==> src/hw/arm_isa_pkg.sv <==
package arm_isa_pkg;

    // raw instruction word
    typedef logic [31:0] instr_t;

    // op field, other encodings decode as a no-op
    typedef enum logic [1:0] {
        op_data_proc = 2'b00,
        op_memory    = 2'b01
    } op_t;

    // data processing commands
    typedef enum logic [3:0] {
        cmd_and = 4'b0000,
        cmd_sub = 4'b0010,
        cmd_add = 4'b0100,
        cmd_orr = 4'b1100,
        cmd_mov = 4'b1101
    } cmd_t;

    ////////////////////////////////////////
    // field positions

    localparam int unsigned op_lsb  = 26;
    localparam int unsigned i_bit   = 25;
    localparam int unsigned cmd_lsb = 21;
    localparam int unsigned u_bit   = 23;
    localparam int unsigned l_bit   = 20;
    localparam int unsigned rn_lsb  = 16;
    localparam int unsigned rd_lsb  = 12;
    localparam int unsigned rm_lsb  = 0;

    // immediate fields, both start at bit 0
    localparam int unsigned imm8_lsb    = 0;
    localparam int unsigned imm8_width  = 8;
    localparam int unsigned imm12_lsb   = 0;
    localparam int unsigned imm12_width = 12;

    // op = 10 falls outside the kept subset
    localparam instr_t nop_instr = 32'h0800_0000;

endpackage

==> src/hw/core_types_pkg.sv <==
package core_types_pkg;

    // datapath word and register number
    typedef logic [31:0] word_t;
    typedef logic [3:0]  reg_addr_t;

    typedef enum logic [2:0] {
        alu_add,
        alu_sub,
        alu_and,
        alu_orr,
        alu_pass_b
    } alu_op_t;

    // operand source in execute
    typedef enum logic [1:0] {
        fwd_none,
        fwd_wb,
        fwd_mem
    } fwd_sel_t;

    // r0 to r14, r15 is not kept
    localparam int unsigned num_gp_regs = 15;

endpackage

==> src/hw/fetch_stage.sv <==
module fetch_stage #(
    parameter core_types_pkg::word_t reset_pc = '0
) (
    input  logic                  clk,
    input  logic                  reset,
    input  logic                  stall,
    input  arm_isa_pkg::instr_t   instr,
    output core_types_pkg::word_t pc,
    output arm_isa_pkg::instr_t   instr_f
);

    // pc steps one word per cycle, held while decode is stalled
    always_ff @(posedge clk or posedge reset) begin
        if (reset) begin
            pc <= reset_pc;
        end else if (!stall) begin
            pc <= pc + 32'd4;
        end
    end

    // memory answers in the same cycle
    assign instr_f = instr;

endmodule

==> src/hw/reg_file.sv <==
module reg_file (
    input  logic                      clk,
    input  logic                      reset,
    input  logic                      we,
    input  core_types_pkg::reg_addr_t a1,
    input  core_types_pkg::reg_addr_t a2,
    input  core_types_pkg::reg_addr_t a3,
    input  core_types_pkg::word_t     wd,
    output core_types_pkg::word_t     rd1,
    output core_types_pkg::word_t     rd2
);
    import core_types_pkg::*;

    word_t regs [num_gp_regs];

    always_ff @(posedge clk or posedge reset) begin
        if (reset) begin
            for (int i = 0; i < num_gp_regs; i++) begin
                regs[i] <= '0;
            end
        end else if (we && a3 < num_gp_regs) begin
            regs[a3] <= wd;
        end
    end

    // r15 reads as zero, same cycle write passes straight through
    function automatic word_t read_port(reg_addr_t a);
        if (a >= num_gp_regs) begin
            return '0;
        end
        if (we && a == a3) begin
            return wd;
        end
        return regs[a];
    endfunction

    always_comb begin
        rd1 = read_port(a1);
        rd2 = read_port(a2);
    end

endmodule

==> src/hw/decode_stage.sv <==
module decode_stage (
    input  logic                      clk,
    input  logic                      reset,
    input  logic                      stall,
    input  arm_isa_pkg::instr_t       instr_f,
    input  logic                      reg_write_w,
    input  core_types_pkg::reg_addr_t wa3_w,
    input  core_types_pkg::word_t     result_w,
    output logic                      reg_write_d,
    output logic                      mem_to_reg_d,
    output logic                      mem_write_d,
    output logic                      alu_src_d,
    output core_types_pkg::alu_op_t   alu_op_d,
    output core_types_pkg::word_t     rd1_d,
    output core_types_pkg::word_t     rd2_d,
    output core_types_pkg::word_t     ext_imm_d,
    output core_types_pkg::reg_addr_t ra1_d,
    output core_types_pkg::reg_addr_t ra2_d,
    output core_types_pkg::reg_addr_t wa3_d
);
    import arm_isa_pkg::*;
    import core_types_pkg::*;

    instr_t    instr_d;
    op_t       op;
    cmd_t      cmd;
    logic      is_store;
    reg_addr_t rn;
    reg_addr_t rd;
    reg_addr_t rm;

    ////////////////////////////////////////
    // decode register

    always_ff @(posedge clk or posedge reset) begin
        if (reset) begin
            instr_d <= nop_instr;
        end else if (!stall) begin
            instr_d <= instr_f;
        end
    end

    ////////////////////////////////////////
    // fields

    assign op  = op_t'(instr_d[op_lsb +: 2]);
    assign cmd = cmd_t'(instr_d[cmd_lsb +: 4]);
    assign rn  = instr_d[rn_lsb +: 4];
    assign rd  = instr_d[rd_lsb +: 4];
    assign rm  = instr_d[rm_lsb +: 4];

    // store data comes from rd
    assign is_store = (op == op_memory) && !instr_d[l_bit];

    assign ra1_d = rn;
    assign ra2_d = is_store ? rd : rm;
    assign wa3_d = rd;

    // zero extended, imm12 for memory and imm8 otherwise
    assign ext_imm_d = (op == op_memory) ? word_t'(instr_d[imm12_lsb +: imm12_width])
                                         : word_t'(instr_d[imm8_lsb +: imm8_width]);

    ////////////////////////////////////////
    // controls

    always_comb begin
        reg_write_d  = 1'b0;
        mem_to_reg_d = 1'b0;
        mem_write_d  = 1'b0;
        alu_src_d    = 1'b0;
        alu_op_d     = alu_add;
        case (op)
            op_data_proc: begin
                alu_src_d   = instr_d[i_bit];
                reg_write_d = 1'b1;
                case (cmd)
                    cmd_and: alu_op_d = alu_and;
                    cmd_sub: alu_op_d = alu_sub;
                    cmd_add: alu_op_d = alu_add;
                    cmd_orr: alu_op_d = alu_orr;
                    cmd_mov: alu_op_d = alu_pass_b;
                    // unsupported command, no write
                    default: reg_write_d = 1'b0;
                endcase
            end
            op_memory: begin
                // base plus or minus imm12
                alu_src_d    = 1'b1;
                alu_op_d     = instr_d[u_bit] ? alu_add : alu_sub;
                reg_write_d  = instr_d[l_bit];
                mem_to_reg_d = instr_d[l_bit];
                mem_write_d  = is_store;
            end
            default: begin
            end
        endcase
    end

    reg_file u_reg_file (
        .clk(clk),
        .reset(reset),
        .we(reg_write_w),
        .a1(ra1_d),
        .a2(ra2_d),
        .a3(wa3_w),
        .wd(result_w),
        .rd1(rd1_d),
        .rd2(rd2_d)
    );

endmodule

==> src/hw/execute_stage.sv <==
module execute_stage (
    input  logic                      clk,
    input  logic                      reset,
    input  logic                      flush_e,
    input  logic                      reg_write_d,
    input  logic                      mem_to_reg_d,
    input  logic                      mem_write_d,
    input  logic                      alu_src_d,
    input  core_types_pkg::alu_op_t   alu_op_d,
    input  core_types_pkg::word_t     rd1_d,
    input  core_types_pkg::word_t     rd2_d,
    input  core_types_pkg::word_t     ext_imm_d,
    input  core_types_pkg::reg_addr_t ra1_d,
    input  core_types_pkg::reg_addr_t ra2_d,
    input  core_types_pkg::reg_addr_t wa3_d,
    input  core_types_pkg::fwd_sel_t  forward_a,
    input  core_types_pkg::fwd_sel_t  forward_b,
    input  core_types_pkg::word_t     alu_out_m,
    input  core_types_pkg::word_t     result_w,
    output logic                      reg_write_e,
    output logic                      mem_to_reg_e,
    output logic                      mem_write_e,
    output core_types_pkg::word_t     alu_result_e,
    output core_types_pkg::word_t     write_data_e,
    output core_types_pkg::reg_addr_t wa3_e,
    output core_types_pkg::reg_addr_t ra1_e,
    output core_types_pkg::reg_addr_t ra2_e
);
    import core_types_pkg::*;

    logic    alu_src_e;
    alu_op_t alu_op_e;
    word_t   rd1_e;
    word_t   rd2_e;
    word_t   ext_imm_e;
    word_t   src_a;
    word_t   src_b;

    // a flush only needs to kill the write enables
    always_ff @(posedge clk or posedge reset) begin
        if (reset) begin
            reg_write_e  <= 1'b0;
            mem_to_reg_e <= 1'b0;
            mem_write_e  <= 1'b0;
        end else if (flush_e) begin
            reg_write_e  <= 1'b0;
            mem_to_reg_e <= 1'b0;
            mem_write_e  <= 1'b0;
        end else begin
            reg_write_e  <= reg_write_d;
            mem_to_reg_e <= mem_to_reg_d;
            mem_write_e  <= mem_write_d;
        end
    end

    always_ff @(posedge clk) begin
        alu_src_e <= alu_src_d;
        alu_op_e  <= alu_op_d;
        rd1_e     <= rd1_d;
        rd2_e     <= rd2_d;
        ext_imm_e <= ext_imm_d;
        ra1_e     <= ra1_d;
        ra2_e     <= ra2_d;
        wa3_e     <= wa3_d;
    end

    ////////////////////////////////////////
    // forwarding

    function automatic word_t fwd_mux(fwd_sel_t sel, word_t reg_val);
        case (sel)
            fwd_mem: return alu_out_m;
            fwd_wb:  return result_w;
            default: return reg_val;
        endcase
    endfunction

    always_comb begin
        src_a        = fwd_mux(forward_a, rd1_e);
        write_data_e = fwd_mux(forward_b, rd2_e);
        src_b        = alu_src_e ? ext_imm_e : write_data_e;
    end

    ////////////////////////////////////////
    // alu

    always_comb begin
        case (alu_op_e)
            alu_sub:    alu_result_e = src_a - src_b;
            alu_and:    alu_result_e = src_a & src_b;
            alu_orr:    alu_result_e = src_a | src_b;
            alu_pass_b: alu_result_e = src_b;
            default:    alu_result_e = src_a + src_b;
        endcase
    end

endmodule

==> src/hw/mem_wb_stage.sv <==
module mem_wb_stage (
    input  logic                      clk,
    input  logic                      reset,
    input  logic                      reg_write_e,
    input  logic                      mem_to_reg_e,
    input  logic                      mem_write_e,
    input  core_types_pkg::word_t     alu_result_e,
    input  core_types_pkg::word_t     write_data_e,
    input  core_types_pkg::reg_addr_t wa3_e,
    input  core_types_pkg::word_t     read_data,
    output core_types_pkg::word_t     alu_out_m,
    output core_types_pkg::reg_addr_t wa3_m,
    output logic                      reg_write_m,
    output logic                      mem_to_reg_m,
    output logic                      data_we,
    output core_types_pkg::word_t     write_data,
    output core_types_pkg::word_t     result_w,
    output core_types_pkg::reg_addr_t wa3_w,
    output logic                      reg_write_w
);
    import core_types_pkg::*;

    logic  mem_to_reg_w;
    word_t read_data_w;
    word_t alu_out_w;

    always_ff @(posedge clk or posedge reset) begin
        if (reset) begin
            reg_write_m  <= 1'b0;
            mem_to_reg_m <= 1'b0;
            data_we      <= 1'b0;
            reg_write_w  <= 1'b0;
            mem_to_reg_w <= 1'b0;
        end else begin
            reg_write_m  <= reg_write_e;
            mem_to_reg_m <= mem_to_reg_e;
            data_we      <= mem_write_e;
            reg_write_w  <= reg_write_m;
            mem_to_reg_w <= mem_to_reg_m;
        end
    end

    // memory rank then writeback rank
    always_ff @(posedge clk) begin
        alu_out_m   <= alu_result_e;
        write_data  <= write_data_e;
        wa3_m       <= wa3_e;
        read_data_w <= read_data;
        alu_out_w   <= alu_out_m;
        wa3_w       <= wa3_m;
    end

    assign result_w = mem_to_reg_w ? read_data_w : alu_out_w;

endmodule

==> src/hw/hazard_unit.sv <==
module hazard_unit (
    input  core_types_pkg::reg_addr_t ra1_e,
    input  core_types_pkg::reg_addr_t ra2_e,
    input  core_types_pkg::reg_addr_t wa3_m,
    input  core_types_pkg::reg_addr_t wa3_w,
    input  core_types_pkg::reg_addr_t ra1_d,
    input  core_types_pkg::reg_addr_t ra2_d,
    input  core_types_pkg::reg_addr_t wa3_e,
    input  logic                      reg_write_m,
    input  logic                      reg_write_w,
    input  logic                      mem_to_reg_e,
    output core_types_pkg::fwd_sel_t  forward_a,
    output core_types_pkg::fwd_sel_t  forward_b,
    output logic                      stall,
    output logic                      flush_e
);
    import core_types_pkg::*;

    // newest producer wins, so memory before writeback
    function automatic fwd_sel_t fwd_select(reg_addr_t src);
        if (reg_write_m && wa3_m == src) begin
            return fwd_mem;
        end
        if (reg_write_w && wa3_w == src) begin
            return fwd_wb;
        end
        return fwd_none;
    endfunction

    always_comb begin
        forward_a = fwd_select(ra1_e);
        forward_b = fwd_select(ra2_e);
    end

    // load data is not ready until writeback
    assign stall   = mem_to_reg_e && (ra1_d == wa3_e || ra2_d == wa3_e);
    assign flush_e = stall;

endmodule

==> src/hw/core_top.sv <==
module core_top #(
    parameter core_types_pkg::word_t reset_pc = '0
) (
    input  logic                  clk,
    input  logic                  reset,
    input  arm_isa_pkg::instr_t   instr,
    input  core_types_pkg::word_t read_data,
    output core_types_pkg::word_t instr_addr,
    output core_types_pkg::word_t data_addr,
    output core_types_pkg::word_t write_data,
    output logic                  data_we
);
    import arm_isa_pkg::*;
    import core_types_pkg::*;

    instr_t    instr_f;

    // decode to execute
    logic      reg_write_d;
    logic      mem_to_reg_d;
    logic      mem_write_d;
    logic      alu_src_d;
    alu_op_t   alu_op_d;
    word_t     rd1_d;
    word_t     rd2_d;
    word_t     ext_imm_d;
    reg_addr_t ra1_d;
    reg_addr_t ra2_d;
    reg_addr_t wa3_d;

    // execute to memory
    logic      reg_write_e;
    logic      mem_to_reg_e;
    logic      mem_write_e;
    word_t     alu_result_e;
    word_t     write_data_e;
    reg_addr_t wa3_e;
    reg_addr_t ra1_e;
    reg_addr_t ra2_e;

    // memory and writeback
    reg_addr_t wa3_m;
    logic      reg_write_m;
    word_t     result_w;
    reg_addr_t wa3_w;
    logic      reg_write_w;

    // hazard controls
    fwd_sel_t  forward_a;
    fwd_sel_t  forward_b;
    logic      stall;
    logic      flush_e;

    fetch_stage #(
        .reset_pc(reset_pc)
    ) u_fetch (
        .clk(clk),
        .reset(reset),
        .stall(stall),
        .instr(instr),
        .pc(instr_addr),
        .instr_f(instr_f)
    );

    decode_stage u_decode (
        .clk(clk),
        .reset(reset),
        .stall(stall),
        .instr_f(instr_f),
        .reg_write_w(reg_write_w),
        .wa3_w(wa3_w),
        .result_w(result_w),
        .reg_write_d(reg_write_d),
        .mem_to_reg_d(mem_to_reg_d),
        .mem_write_d(mem_write_d),
        .alu_src_d(alu_src_d),
        .alu_op_d(alu_op_d),
        .rd1_d(rd1_d),
        .rd2_d(rd2_d),
        .ext_imm_d(ext_imm_d),
        .ra1_d(ra1_d),
        .ra2_d(ra2_d),
        .wa3_d(wa3_d)
    );

    // the memory stage alu output doubles as the data address
    execute_stage u_execute (
        .clk(clk),
        .reset(reset),
        .flush_e(flush_e),
        .reg_write_d(reg_write_d),
        .mem_to_reg_d(mem_to_reg_d),
        .mem_write_d(mem_write_d),
        .alu_src_d(alu_src_d),
        .alu_op_d(alu_op_d),
        .rd1_d(rd1_d),
        .rd2_d(rd2_d),
        .ext_imm_d(ext_imm_d),
        .ra1_d(ra1_d),
        .ra2_d(ra2_d),
        .wa3_d(wa3_d),
        .forward_a(forward_a),
        .forward_b(forward_b),
        .alu_out_m(data_addr),
        .result_w(result_w),
        .reg_write_e(reg_write_e),
        .mem_to_reg_e(mem_to_reg_e),
        .mem_write_e(mem_write_e),
        .alu_result_e(alu_result_e),
        .write_data_e(write_data_e),
        .wa3_e(wa3_e),
        .ra1_e(ra1_e),
        .ra2_e(ra2_e)
    );

    mem_wb_stage u_mem_wb (
        .clk(clk),
        .reset(reset),
        .reg_write_e(reg_write_e),
        .mem_to_reg_e(mem_to_reg_e),
        .mem_write_e(mem_write_e),
        .alu_result_e(alu_result_e),
        .write_data_e(write_data_e),
        .wa3_e(wa3_e),
        .read_data(read_data),
        .alu_out_m(data_addr),
        .wa3_m(wa3_m),
        .reg_write_m(reg_write_m),
        .mem_to_reg_m(),
        .data_we(data_we),
        .write_data(write_data),
        .result_w(result_w),
        .wa3_w(wa3_w),
        .reg_write_w(reg_write_w)
    );

    hazard_unit u_hazard (
        .ra1_e(ra1_e),
        .ra2_e(ra2_e),
        .wa3_m(wa3_m),
        .wa3_w(wa3_w),
        .ra1_d(ra1_d),
        .ra2_d(ra2_d),
        .wa3_e(wa3_e),
        .reg_write_m(reg_write_m),
        .reg_write_w(reg_write_w),
        .mem_to_reg_e(mem_to_reg_e),
        .forward_a(forward_a),
        .forward_b(forward_b),
        .stall(stall),
        .flush_e(flush_e)
    );

endmodule

==> config.mk <==
export PLATFORM = sky130hd
export DESIGN_NAME = core_top
export DESIGN_NICKNAME = d
export VERILOG_FILES = /design/src/hw/arm_isa_pkg.sv /design/src/hw/core_types_pkg.sv /design/src/hw/fetch_stage.sv /design/src/hw/reg_file.sv /design/src/hw/decode_stage.sv /design/src/hw/execute_stage.sv /design/src/hw/mem_wb_stage.sv /design/src/hw/hazard_unit.sv /design/src/hw/core_top.sv
export SDC_FILE = /design/constraint.sdc
export NUM_CORES = 2
export LEC_CHECK = 0
export BUFFER_PORTS_ARGS = -buffer_cell sky130_fd_sc_hd__buf_2
export CORE_MARGIN = 2
export CORE_UTILIZATION = 55
export DETAILED_ROUTE_END_ITERATION = 7
export PLACE_DENSITY = 0.69
export SLEW_MARGIN = 20
export SYNTH_ARGS = -nofsm -noshare
export SYNTH_HDL_FRONTEND = slang
export SYNTH_SLANG_ARGS = --single-unit
==> constraint.sdc <==
create_clock -name clk -period 29 [get_ports clk]
set_input_delay 2.9 -clock clk [delete_from_list [all_inputs] [get_ports clk]]
set_output_delay 2.9 -clock clk [all_outputs]
set_load 0.03 [all_outputs]
==> impl_metrics.tcl <==
set metrics [dict create \
    rsz0062_at_grt "false" \
    syn_inst 4423 \
    worst_slew_pin_slew_ps 1150 \
    slew_headroom_pct 23.5 \
    post_cts_buffers 0 \
    final.setup.tns_ps 0 \
    yosys.area_share.simple_pct 17.3 \
    cts_sinks 774 \
    fmax_mhz 139 \
    area_delta_synth_final_pct 10.6 \
    period_needed_ps 7210 \
    drt_iter0_markers 3400 \
    endpoint_kind "flip-flop" \
    peakVddDrop_uv 82.5 \
    slew_viol_final 0 \
    ioPinCount 163 \
    synth_top_family_by_area "simple AND/OR/NAND/NOR gates" \
    cts_hold_buf 0 \
    r2r_start "u_mem_wb.mem_to_reg_w" \
    rows 98 \
    route.met2.wl_um 54400 \
    crit_cells 20 \
    clkLatencyLatePin_ps 650 \
    synthMuxAreaShare_pct 11.1 \
    clkTransAtPathRegs_ps 60 \
    htree_levels 3 \
    dp.cells 5245 \
    seq_area_frac_synth_pct 46.0 \
    startpoint "u_mem_wb.mem_to_reg_w" \
    yosysMostFrequentCell "nand2_1" \
    grt_overflow 0 \
    ys_types 90 \
    clock-root-buffer "clkbuf_16" \
    die_area_mm2 0.0742 \
    synthXorXnorAreaFrac_pct 2.48 \
    antenna_found_initial 6 \
    status "finished, final reports clean" \
    track_usage_pct 32.4 \
    synth_edf_count 0 \
    die_w_um 272 \
    setup_viol 0 \
    routed_wl_um 121000 \
    min_path_cells 0 \
    synth_area_leader_cell "dfrtp_1" \
    cts_resized 0 \
    floorplan.core_area_mm2 0.0715 \
    syn_area_per_cell_um2 8.96 \
    highest_layer "met5" \
    hold_path.class "reg2reg" \
    critPathKind "reg2reg" \
    cts_buffers 84 \
    crit_arrival_ps 7770 \
    reg2regPathDepth 20 \
    crit_family "compound AO/OA/AOI/OAI gates" \
    power.leakage_nw 18.5 \
    wl_met3_um 11300 \
    grt_max_degree 176 \
    start_kind "flip-flop" \
    ys_async_sr_fraction_pct 70.5 \
    synthAdderAreaFrac_pct 1.94 \
    critPathRequiredTime_ps 29560 \
    path_cells "buf_4 > mux2i_2 > inv_1 > nor3_1 > o31ai_1 > mux2_2 > nor4b_4 > nand3_1 > nand2_1 > xnor2_1 > ha_1 > o21a_1 > o2111ai_1 > a2111oi_2 > o2111ai_1 > a2111oi_2 > or2_2 > xnor2_1 > or4b_1 > o221ai_1" \
    hpwl_um 72900 \
    syn_area_mm2 0.0396 \
    grt_pass1_wl_um 186000 \
    synth_ff_type "dfrtp_1" \
    skew_ps 27.9 \
    total_power_mw 4.10 \
    ys_top_cells_by_area "dfrtp_1 34%, dfxtp_1 12%, nand2_1 7.8%, mux4_2 7.3%, a21oi_1 5.8%" \
    ys_ff_latch 774 \
    slowest_delay_ps 960 \
    dr.pass1.iters 6 \
    port_buffers 156 \
    synth_common_cells "826 x nand2_1, 545 x dfrtp_1, 463 x a21oi_1" \
    drive_gt1_share_pct 14.1 \
    crit_path_max_fanout 34 \
    dr_total_vias 33200 \
    initial_core_util_pct 55.5 \
    wl_per_cell_um 22.4 \
    grt_pass1_vias 31300 \
    ys_warn_count 0 \
    fin_nets 4484 \
    wl_met1_um 51800 \
    power_density_mw_per_mm2 93.5 \
    cp_slowest_cell "mux2i_2" \
    ant_nets 0 \
    cts_buffer_depth 3 \
    hold_start "u_execute.reg_write_e" \
    cap_violations 0 \
    synth_compound_area_share_pct 16.8 \
    utilization_pct 61.3 \
    hold_viol_final 0 \
    drc 0 \
    synth_top_area_share_pct 34.4 \
    cts_tree "yes" \
    finalCritPeriodShare_pct 24.8 \
    cp_num_buf_inv 2 \
    routed_via_density 6.15 \
    gp_congestion 0.950 \
    final_cells 5401 \
    die_h_um 272 \
]
[path summary, 6_finish.rpt]
kind / end / slack, ps
setup / recovery: u_mem_wb.alu_out_m[31] / 21790
setup reg to reg: u_mem_wb.alu_out_m[31] / 21790
hold reg to reg: u_mem_wb.reg_write_m / 360
max in group asynchronous: u_decode.instr_d[17] / 23370
hold / removal: u_mem_wb.reg_write_m / 360
min in group asynchronous: u_decode.u_reg_file.regs[219] / 2380
[sequential cells by signal, summed over array words and instances, names as in the netlist, 3 cells and up]
signal / cells
u_decode.instr_d: 28
u_decode.u_reg_file.regs: 480
u_execute.alu_op_e: 3
u_execute.ext_imm_e: 12
u_execute.ra1_e: 4
u_execute.ra2_e: 4
u_execute.rd1_e: 32
u_execute.rd2_e: 32
u_execute.wa3_e: 4
u_fetch.pc: 30
u_mem_wb.alu_out_m: 32
u_mem_wb.alu_out_w: 32
u_mem_wb.read_data_w: 32
u_mem_wb.wa3_m: 4
u_mem_wb.wa3_w: 4
u_mem_wb.write_data: 32
[logic make-up (layout without fill, tap and decap cells)]
| logic type | Yosys count | count (layout) |
|---|---|---|
| multiplexers | 266 | 266 |
| AND/OR/NAND/NOR | 1621 | 1621 |
| flip-flops | 774 | 774 |
| AO/OA/AOI/OAI | 1155 | 1155 |
| other | 1 | 5 |
| adder cells (fa/ha/maj) | 67 | 67 |
| XOR/XNOR | 109 | 109 |
| buffers and inverters | 430 | 454 |
[per-stage QoR]
step                      setup WS (ps)  hold slack (ps)  cell area [um^2]
after floorplan                   10840              331             39600
after global placement            21870              333             41000
after detailed placement          21840              343             41000
after CTS                         21790              355             43800
after global routing              21520              362             43800
final                             21790              355             43900
[cells in the final DEF (no fill, tap or decap), types with 34 or more instances in the layout]
master	Yosys	layout
a211o_1	34	34
a211oi_1	46	46
a21oi_1	463	463
a31oi_1	41	41
and3_1	46	46
buf_2	17	156
buf_4	3	83
clkbuf_16	0	89
dfrtp_1	545	540
dfxtp_1	228	228
ha_1	36	36
inv_1	55	52
mux2_2	37	37
mux2i_1	90	82
mux4_2	128	128
nand2_1	826	825
nand3_1	189	189
nor2_1	428	417
o21ai_0	389	389
xnor2_1	80	80
[cell type report]
| cell class | instances | area [um^2] |
|---|---|---|
| Clock buffer | 119 | 2500 |
| Fill cell | 6077 | 27600 |
| Inverter | 58 | 235 |
| Tap cell | 950 | 1190 |
| Clock inverter | 34 | 325 |
| Timing Repair Buffer | 243 | 1480 |
| Sequential cell | 774 | 18200 |
| Multi-Input combinational cell | 3220 | 19900 |
| Antenna cell | 3 | 7.51 |
[power by group]
| part | total (mW) | switching [mW] | internal [mW] |
|---|---|---|---|
| logic | 1.36 | 0.826 | 0.532 |
| clock network | 1.09 | 0.464 | 0.625 |
| registers | 1.65 | 0.251 | 1.40 |
[routing by layer]
metal,vias up,global-route usage [%]
met5,-,0
met4,2,10.7
met3,278,6.90
met2,1459,49.4
met1,16100,46.1
li1,15400,-
Power figures use the tool's default switching activity.
